## src/include/usb_fs_rx_consts.svh

```systemverilog
// Full-speed receive only; the timing constants assume a 48 MHz clock, so retune them for any other rate
`ifndef USB_FS_RX_CONSTS_SVH
`define USB_FS_RX_CONSTS_SVH

// Clock cycles per USB bit (48 MHz / 12 Mbit/s)
`define USB_OVERSAMPLE 4

// SE0 cycles that must be exceeded before a bus reset is flagged
// 120 cycles is about 2.5 us at 48 MHz
`define USB_RESET_SE0_CYCLES 120

// Consecutive ones before the transmitter inserts a zero
`define USB_STUFF_RUN 6

// Decoded SYNC field as seen LSB first
`define USB_SYNC_BYTE 8'h80

`endif

```

## src/hdl/usb_rx_pkg.sv

```systemverilog
// Types shared by the full-speed receive path; the line-state codes follow {dp, dm} and must not be reordered
`default_nettype none

package usb_rx_pkg;

    // Bus state as {dp, dm}
    typedef enum logic [1:0] {
        SE0 = 2'b00,
        K   = 2'b01,
        J   = 2'b10,
        SE1 = 2'b11
    } line_state_e;

    // Packet receiver states
    // DRAIN holds off byte delivery after a stuffing error until EOP
    typedef enum logic [1:0] {
        IDLE  = 2'b00,
        SYNC  = 2'b01,
        DATA  = 2'b10,
        DRAIN = 2'b11
    } rx_state_e;

endpackage

`default_nettype wire

```

## src/hdl/usb_bit_sampler.sv

```systemverilog
// Phase locks only on line transitions and relies on bit stuffing to bound drift; strobe comes 3 cycles after an edge
`timescale 1ns/10ps
`default_nettype none

`include "usb_fs_rx_consts.svh"

module usb_bit_sampler (
    input  wire                     clk,
    input  wire                     rst_n,
    input  wire usb_rx_pkg::line_state_e line_state,
    output logic                    bit_strobe,
    output usb_rx_pkg::line_state_e bit_sym
);

    localparam int PHASE_W = $clog2(`USB_OVERSAMPLE);
    localparam logic [PHASE_W-1:0] PHASE_LAST = PHASE_W'(`USB_OVERSAMPLE - 1);
    // Registered strobe set one phase early so it lands mid-bit
    localparam logic [PHASE_W-1:0] PHASE_PRE = PHASE_W'(`USB_OVERSAMPLE / 2 - 1);

    usb_rx_pkg::line_state_e last_state;
    logic [PHASE_W-1:0]      phase;
    logic                    edge_seen;
    logic                    take_sample;

    assign edge_seen   = (line_state != last_state);
    assign take_sample = (phase == PHASE_PRE) && !edge_seen;

    always_ff @(posedge clk or negedge rst_n) begin
        if (!rst_n) begin
            last_state <= usb_rx_pkg::J;
        end else begin
            last_state <= line_state;
        end
    end

    // Restart the bit period on every transition
    always_ff @(posedge clk or negedge rst_n) begin
        if (!rst_n) begin
            phase <= '0;
        end else if (edge_seen || phase == PHASE_LAST) begin
            phase <= '0;
        end else begin
            phase <= phase + 1'b1;
        end
    end

    always_ff @(posedge clk or negedge rst_n) begin
        if (!rst_n) begin
            bit_strobe <= 1'b0;
        end else begin
            bit_strobe <= take_sample;
        end
    end

    always_ff @(posedge clk) begin
        if (take_sample) begin
            bit_sym <= line_state;
        end
    end

endmodule

`default_nettype wire

```

## src/hdl/usb_fs_rx.sv

```systemverilog
// Full-speed receive path only; no transmit, no low speed, no suspend or resume handling
`timescale 1ns/10ps
`default_nettype none

module usb_fs_rx (
    input  wire                     clk,
    input  wire                     rst_n,
    input  wire                     dp,
    input  wire                     dm,
    output usb_rx_pkg::line_state_e line_state,
    output logic                    j_state,
    output logic                    k_state,
    output logic                    se0_state,
    output logic                    se1_state,
    output logic                    reset_detected,
    output logic                    rx_active,
    output logic                    rx_valid,
    output logic                    rx_error,
    output logic [7:0]              rx_data
);

    logic                    bit_strobe;
    usb_rx_pkg::line_state_e bit_sym;

    logic bit_valid;
    logic bit_data;
    logic eop;
    logic stuff_error;

    usb_line_state_detector u_detector (
        .clk            (clk),
        .rst_n          (rst_n),
        .dp             (dp),
        .dm             (dm),
        .line_state     (line_state),
        .j_state        (j_state),
        .k_state        (k_state),
        .se0_state      (se0_state),
        .se1_state      (se1_state),
        .reset_detected (reset_detected)
    );

    usb_bit_sampler u_sampler (
        .clk        (clk),
        .rst_n      (rst_n),
        .line_state (line_state),
        .bit_strobe (bit_strobe),
        .bit_sym    (bit_sym)
    );

    usb_nrzi_decoder u_decoder (
        .clk         (clk),
        .rst_n       (rst_n),
        .bit_strobe  (bit_strobe),
        .bit_sym     (bit_sym),
        .bit_valid   (bit_valid),
        .bit_data    (bit_data),
        .eop         (eop),
        .stuff_error (stuff_error)
    );

    usb_rx_packet u_packet (
        .clk         (clk),
        .rst_n       (rst_n),
        .bit_valid   (bit_valid),
        .bit_data    (bit_data),
        .eop         (eop),
        .stuff_error (stuff_error),
        .rx_active   (rx_active),
        .rx_valid    (rx_valid),
        .rx_error    (rx_error),
        .rx_data     (rx_data)
    );

endmodule

`default_nettype wire

```

## src/hdl/usb_line_state_detector.sv

```systemverilog
// Expects clean single-ended dp/dm with no glitch filter; line_state lags 3 cycles and the flags lag 4
`timescale 1ns/10ps
`default_nettype none

`include "usb_fs_rx_consts.svh"

module usb_line_state_detector (
    input  wire                     clk,
    input  wire                     rst_n,
    input  wire                     dp,
    input  wire                     dm,
    output usb_rx_pkg::line_state_e line_state,
    output logic                    j_state,
    output logic                    k_state,
    output logic                    se0_state,
    output logic                    se1_state,
    output logic                    reset_detected
);

    logic                    dp_q;
    logic                    dm_q;
    usb_rx_pkg::line_state_e curr_state;

    // Decode stage ahead of the output registers
    logic j_dec;
    logic k_dec;
    logic se0_dec;
    logic se1_dec;

    logic [7:0] se0_count;
    logic       reset_dec;

    // First stage captures the asynchronous pins
    // Capture resets to J so no false SE0 shows after reset
    always_ff @(posedge clk or negedge rst_n) begin
        if (!rst_n) begin
            dp_q <= 1'b1;
            dm_q <= 1'b0;
        end else begin
            dp_q <= dp;
            dm_q <= dm;
        end
    end

    always_ff @(posedge clk or negedge rst_n) begin
        if (!rst_n) begin
            curr_state <= usb_rx_pkg::J;
        end else begin
            curr_state <= usb_rx_pkg::line_state_e'({dp_q, dm_q});
        end
    end

    always_ff @(posedge clk or negedge rst_n) begin
        if (!rst_n) begin
            j_dec   <= 1'b0;
            k_dec   <= 1'b0;
            se0_dec <= 1'b0;
            se1_dec <= 1'b0;
        end else begin
            j_dec   <= (curr_state == usb_rx_pkg::J);
            k_dec   <= (curr_state == usb_rx_pkg::K);
            se0_dec <= (curr_state == usb_rx_pkg::SE0);
            se1_dec <= (curr_state == usb_rx_pkg::SE1);
        end
    end

    // SE0 duration, saturating at 255
    always_ff @(posedge clk or negedge rst_n) begin
        if (!rst_n) begin
            se0_count <= 8'd0;
        end else if (curr_state == usb_rx_pkg::SE0) begin
            if (se0_count != 8'd255) begin
                se0_count <= se0_count + 8'd1;
            end
        end else begin
            se0_count <= 8'd0;
        end
    end

    always_ff @(posedge clk or negedge rst_n) begin
        if (!rst_n) begin
            reset_dec <= 1'b0;
        end else begin
            reset_dec <= (se0_count > 8'(`USB_RESET_SE0_CYCLES));
        end
    end

    always_ff @(posedge clk or negedge rst_n) begin
        if (!rst_n) begin
            line_state     <= usb_rx_pkg::J;
            j_state        <= 1'b0;
            k_state        <= 1'b0;
            se0_state      <= 1'b0;
            se1_state      <= 1'b0;
            reset_detected <= 1'b0;
        end else begin
            line_state     <= curr_state;
            j_state        <= j_dec;
            k_state        <= k_dec;
            se0_state      <= se0_dec;
            se1_state      <= se1_dec;
            reset_detected <= reset_dec;
        end
    end

endmodule

`default_nettype wire

```

## src/hdl/usb_nrzi_decoder.sv

```systemverilog
// Outputs lag the strobe by one cycle; after a stuffing error the bit stream resumes at the next zero
`timescale 1ns/10ps
`default_nettype none

`include "usb_fs_rx_consts.svh"

module usb_nrzi_decoder (
    input  wire                     clk,
    input  wire                     rst_n,
    input  wire                     bit_strobe,
    input  wire usb_rx_pkg::line_state_e bit_sym,
    output logic                    bit_valid,
    output logic                    bit_data,
    output logic                    eop,
    output logic                    stuff_error
);

    localparam int CNT_W = $clog2(`USB_STUFF_RUN + 2);
    localparam logic [CNT_W-1:0] RUN_FULL = CNT_W'(`USB_STUFF_RUN);
    // Run overflowed and the next zero is real data again
    localparam logic [CNT_W-1:0] RUN_OVER = CNT_W'(`USB_STUFF_RUN + 1);

    usb_rx_pkg::line_state_e prev_sym;
    logic [CNT_W-1:0]        ones_cnt;
    logic                    nrzi_bit;

    // No transition means a one
    assign nrzi_bit = (bit_sym == prev_sym);

    always_ff @(posedge clk or negedge rst_n) begin
        if (!rst_n) begin
            prev_sym    <= usb_rx_pkg::J;
            ones_cnt    <= '0;
            bit_valid   <= 1'b0;
            eop         <= 1'b0;
            stuff_error <= 1'b0;
        end else begin
            bit_valid   <= 1'b0;
            eop         <= 1'b0;
            stuff_error <= 1'b0;
            if (bit_strobe) begin
                case (bit_sym)
                    usb_rx_pkg::SE0: begin
                        eop      <= 1'b1;
                        prev_sym <= usb_rx_pkg::J;
                        ones_cnt <= '0;
                    end
                    usb_rx_pkg::SE1: begin
                        stuff_error <= 1'b1;
                    end
                    default: begin
                        prev_sym <= bit_sym;
                        if (ones_cnt == RUN_FULL) begin
                            // Stuffed slot; a zero here is dropped
                            if (nrzi_bit) begin
                                stuff_error <= 1'b1;
                                ones_cnt    <= RUN_OVER;
                            end else begin
                                ones_cnt <= '0;
                            end
                        end else if (ones_cnt == RUN_OVER) begin
                            if (!nrzi_bit) begin
                                bit_valid <= 1'b1;
                                ones_cnt  <= '0;
                            end
                        end else begin
                            bit_valid <= 1'b1;
                            ones_cnt  <= nrzi_bit ? ones_cnt + 1'b1 : '0;
                        end
                    end
                endcase
            end
        end
    end

    always_ff @(posedge clk) begin
        if (bit_strobe) begin
            bit_data <= nrzi_bit;
        end
    end

endmodule

`default_nettype wire

```

## src/hdl/usb_rx_packet.sv

```systemverilog
// No PID or CRC check; stuffing errors before SYNC are taken as idle line and not reported
`timescale 1ns/10ps
`default_nettype none

`include "usb_fs_rx_consts.svh"

module usb_rx_packet (
    input  wire        clk,
    input  wire        rst_n,
    input  wire        bit_valid,
    input  wire        bit_data,
    input  wire        eop,
    input  wire        stuff_error,
    output logic       rx_active,
    output logic       rx_valid,
    output logic       rx_error,
    output logic [7:0] rx_data
);

    usb_rx_pkg::rx_state_e state;

    // Shared shift window for SYNC hunt and byte assembly
    logic [7:0] window;
    logic [7:0] win_next;
    logic [2:0] bit_cnt;
    logic       byte_done;

    // LSB first so new bits enter at the top
    assign win_next  = {bit_data, window[7:1]};
    assign byte_done = (state == usb_rx_pkg::DATA) && bit_valid && !stuff_error && !eop &&
                       (bit_cnt == 3'd7);

    always_ff @(posedge clk or negedge rst_n) begin
        if (!rst_n) begin
            state     <= usb_rx_pkg::IDLE;
            window    <= 8'hFF;
            bit_cnt   <= 3'd0;
            rx_active <= 1'b0;
            rx_valid  <= 1'b0;
            rx_error  <= 1'b0;
        end else begin
            rx_valid <= 1'b0;
            rx_error <= 1'b0;
            case (state)
                usb_rx_pkg::IDLE, usb_rx_pkg::SYNC: begin
                    if (eop || stuff_error) begin
                        state <= usb_rx_pkg::IDLE;
                    end else if (bit_valid) begin
                        window <= win_next;
                        if (win_next == `USB_SYNC_BYTE) begin
                            state     <= usb_rx_pkg::DATA;
                            rx_active <= 1'b1;
                            bit_cnt   <= 3'd0;
                        end else if (!bit_data) begin
                            // Idle line gives only ones, a zero starts SYNC
                            state <= usb_rx_pkg::SYNC;
                        end
                    end
                end
                usb_rx_pkg::DATA: begin
                    if (stuff_error) begin
                        state     <= usb_rx_pkg::DRAIN;
                        rx_active <= 1'b0;
                        rx_error  <= 1'b1;
                    end else if (eop) begin
                        // Partial byte at EOP
                        rx_error  <= (bit_cnt != 3'd0);
                        state     <= usb_rx_pkg::IDLE;
                        rx_active <= 1'b0;
                        window    <= 8'hFF;
                    end else if (bit_valid) begin
                        window   <= win_next;
                        bit_cnt  <= bit_cnt + 3'd1;
                        rx_valid <= byte_done;
                    end
                end
                usb_rx_pkg::DRAIN: begin
                    if (eop) begin
                        state  <= usb_rx_pkg::IDLE;
                        window <= 8'hFF;
                    end
                end
                default: begin
                    state <= usb_rx_pkg::IDLE;
                end
            endcase
        end
    end

    always_ff @(posedge clk) begin
        if (byte_done) begin
            rx_data <= win_next;
        end
    end

endmodule

`default_nettype wire

```

## config.mk

```make
export PLATFORM = sky130hd
export DESIGN_NAME = usb_fs_rx
export DESIGN_NICKNAME = d
export VERILOG_FILES = /design/src/hdl/usb_rx_pkg.sv /design/src/hdl/usb_bit_sampler.sv /design/src/hdl/usb_fs_rx.sv /design/src/hdl/usb_line_state_detector.sv /design/src/hdl/usb_nrzi_decoder.sv /design/src/hdl/usb_rx_packet.sv
export VERILOG_INCLUDE_DIRS = /design/src /design/src/include
export SDC_FILE = /design/constraint.sdc
export NUM_CORES = 1
export LEC_CHECK = 0
export BUFFER_PORTS_ARGS = -buffer_cell sky130_fd_sc_hd__buf_4
export CAP_MARGIN = 10
export CORE_ASPECT_RATIO = 1.4
export CORE_UTILIZATION = 53
export DETAILED_ROUTE_END_ITERATION = 10
export PLACE_DENSITY = 0.83
export SKIP_CTS_REPAIR_TIMING = 1
export SLEW_MARGIN = 20
export SYNTH_ARGS = -nofsm -noshare
export SYNTH_HDL_FRONTEND = slang
export SYNTH_HIERARCHICAL = 1
export SYNTH_SLANG_ARGS = --single-unit
```

## constraint.sdc

```tcl
create_clock -name clk -period 1.8 [get_ports clk]
set_clock_uncertainty 0.15 [all_clocks]
set_input_delay 0.27 -clock clk [delete_from_list [all_inputs] [get_ports clk]]
set_output_delay 0.27 -clock clk [all_outputs]
set_load 0.03 [all_outputs]
```

==> results.py <==
metrics = {
    "run_status": {
        "status": "completed",
    },
    "pwr": {
        "power.density_nw_per_um2": 1250,
        "total_power_w": 0.00413,
        "peakVddDrop_mv": 0.972,
        "power_leakage_nw": 1.47,
    },
    "layout": {
        "final_common_cell": "dfrtp_1",
        "syn_to_final_growth_pct": 20.8,
        "nets": 264,
        "antenna_cells": 0,
        "final_area_um2": 3310,
        "drive_gt1_share_pct": 30.2,
        "final_cell_mix": "40 x dfrtp_1, 29 x buf_4, 13 x o21ai_0, 13 x ha_1",
    },
    "logic_synthesis": {
        "synth_top_family_by_area": "compound AO/OA/AOI/OAI gates",
        "ys_seq_elements": 63,
        "synth_compound_area_share_pct": 13.4,
        "synth_seq_area_share_pct": 60.0,
        "synth_ff_type": "dfrtp_1",
        "synth-xor-area-share_pct": 1.82,
        "yosys.area_share.simple_pct": 13.3,
        "synthesis.nets": 227,
        "synthArstFlopShare_pct": 82.5,
        "netlist_area_um2": 2740,
        "syn_inst": 210,
        "syn_avg_cell_area_um2": 13.1,
        "synth.distinct_cells": 49,
        "synth_edf_count": 11,
        "yosys_warnings": 6,
        "muxShareOfSynthArea_pct": 2.55,
        "synth_fa_ha_area_share_pct": 5.93,
    },
    "sta": {
        "tightest_slew_ps": 636,
        "maxSlewHeadroom_pct": 57.6,
        "finalHoldViolations": 0,
        "finalCriticalPeriod_ps": 1730,
        "grt_setup_unrepaired": "no",
        "clock.fmax_mhz": 579,
        "fin_setup_tns_ps": 0,
        "worst_slack_ps": 71.6,
        "finalCritPeriodShare_pct": 96.0,
        "final_max_slew_viol_count": 0,
        "setup_viol": 0,
    },
    "job": {
        "drv_cap": 0,
    },
    "clock_tree": {
        "clk_latency_ps": 330,
        "clock_sinks": 63,
        "cts_tree": "yes",
        "htreeDepth": 3,
        "cts_buffers": 9,
        "cts-root-buf": "clkbuf_8",
        "clk_pin_slew_ps": 70,
        "cts_buffer_depth": 2,
    },
    "global_routing": {
        "overflow": 0,
        "grt_pass1_wl_mm": 7.85,
        "grt_max_degree": 53,
        "grt_usage_pct": 19.4,
        "antenna_found_initial": 0,
        "first_global_vias": 1745,
    },
    "setup_path": {
        "cp_slowest_stage_delay_ps": 510,
        "cp.arrival_ps": 1840,
        "worstPathMaxFanout": 14,
        "worstPathCellList": "buf_4 > nand2b_1 > a41oi_2 > mux2i_1",
        "path_buf_inv": 1,
        "critPathCaptureType": "register",
        "worstPathRequired_ps": 1910,
        "crit_path_start": "u_decoder/eop$_DFF_PN0_",
        "crit_type": "register to register",
        "crit-reg2reg-launch": "u_decoder/eop$_DFF_PN0_",
        "cpMaxStageDelayCell": "a41oi_2",
        "critical-path-top-delay-family": "compound AO/OA/AOI/OAI gates",
        "cp-start-kind": "register",
    },
    "placed_design": {
        "place_hpwl_mm": 3.18,
        "place_area_um2": 3000,
        "place.gp.congestion": 0.822,
        "port_buffers": 21,
        "place_ws_ps": 81.3,
    },
    "floorplan": {
        "chipWidth_um": 62.8,
        "core_um2": 4920,
        "die_h_um": 87.1,
        "rows": 30,
        "ios": 22,
        "dieArea_um2": 5470,
        "initial_core_util_pct": 55.8,
    },
    "drt": {
        "drtIter0Drc": 68,
        "vias": 1782,
        "drtPass1Iterations": 4,
        "wl_per_cell_um": 15.3,
        "viasPerCell": 5.64,
        "drt-total-wl_mm": 4.84,
        "drc_errors": 0,
        "postRouteAntennaNets": 0,
    },
    "min_path": {
        "min_from": "u_detector/se1_dec$_DFF_PN0_",
        "hp-class": "register to register",
    },
}
path summary, 6_finish.rpt:
check                                                  endpoint  slack [ps]  depth (start not counted)
worst max-delay path             u_packet/window[1]$_DFFE_PN1P_          70                          4
worst min-delay path             u_detector/se1_state$_DFF_PN0_         190                          0
worst max register to register   u_packet/window[1]$_DFFE_PN1P_          70                          4
worst min register to register   u_detector/se1_state$_DFF_PN0_         190                          0
max in group asynchronous        u_detector/reset_dec$_DFF_PN0_         720                          2
min in group asynchronous       u_packet/bit_cnt[1]$_DFFE_PN0P_         350                          2
final cells by class:
| cell class | instances | area, um2 |
|---|---|---|
| Sequential cell | 63 | 1650 |
| Fill cell | 361 | 1600 |
| Multi-Input combinational cell | 129 | 1030 |
| Timing Repair Buffer | 32 | 248 |
| Clock inverter | 7 | 145 |
| Clock buffer | 9 | 124 |
| Tap cell | 64 | 80.1 |
| Inverter | 12 | 45.0 |
power by group:
group / switching, W / internal [W] / total, W / leakage [nW]
Combinational: 0.000395 / 0.000283 / 0.000678 / 0.585
Clock: 0.000544 / 0.00106 / 0.00161 / 0.130
Sequential: 0.000162 / 0.00168 / 0.00184 / 0.752
kinds of logic after synthesis:
family / after synthesis
and+or+nand+nor: 53
AOI/OAI and AO/OA: 52
buffers and inverters: 18
xor gates and xnor gates: 4
DFF: 63
muxes: 7
adders and majority gates: 13
routing by layer:
metal	vias to the layer above	global-route usage, %	wire, um
met1	882	20.3	1910
met4	0	8.67	83
li1	843	-	-
met2	45	35.3	2670
met3	12	6.54	176
met5	-	0	0
flip-flops by register name (all words and copies together) (netlist names), 2 cells and up:
register               cells
u_sampler/last_state       2
u_detector/se0_count       8
u_detector/line_state      2
u_decoder/prev_sym         2
u_sampler/phase            2
u_decoder/ones_cnt         3
u_packet/window            7
u_detector/curr_state      2
u_packet/bit_cnt           3
u_sampler/bit_sym          2
u_packet/state             2
u_packet/rx_data           8
stage by stage:
step / util, % / instances / hold WS, ps
final: 67.4 / 316 / 192
after global routing: 67.4 / 316 / 204
after CTS: 66.4 / 312 / -181
after detailed placement: 60.9 / 296 / 185
after global placement: 60.9 / 296 / 175
after floorplan: - / 210 / -176
cells in the mapped netlist (all sizes together) (5+ instances only):
master | instances | area share (%)
nand2b | 5 | 1.1
mux2i | 7 | 2.6
o21ai | 13 | 2.4
a31oi | 12 | 2.7
nand3 | 5 | 1.1
ha | 13 | 5.9
edfxtp | 11 | 12
nand2 | 7 | 0.96
dfstp | 12 | 11
a21oi | 8 | 1.5
dfrtp | 40 | 36
inv | 12 | 1.6
No activity file was read; power rests on OpenSTA's default activity.
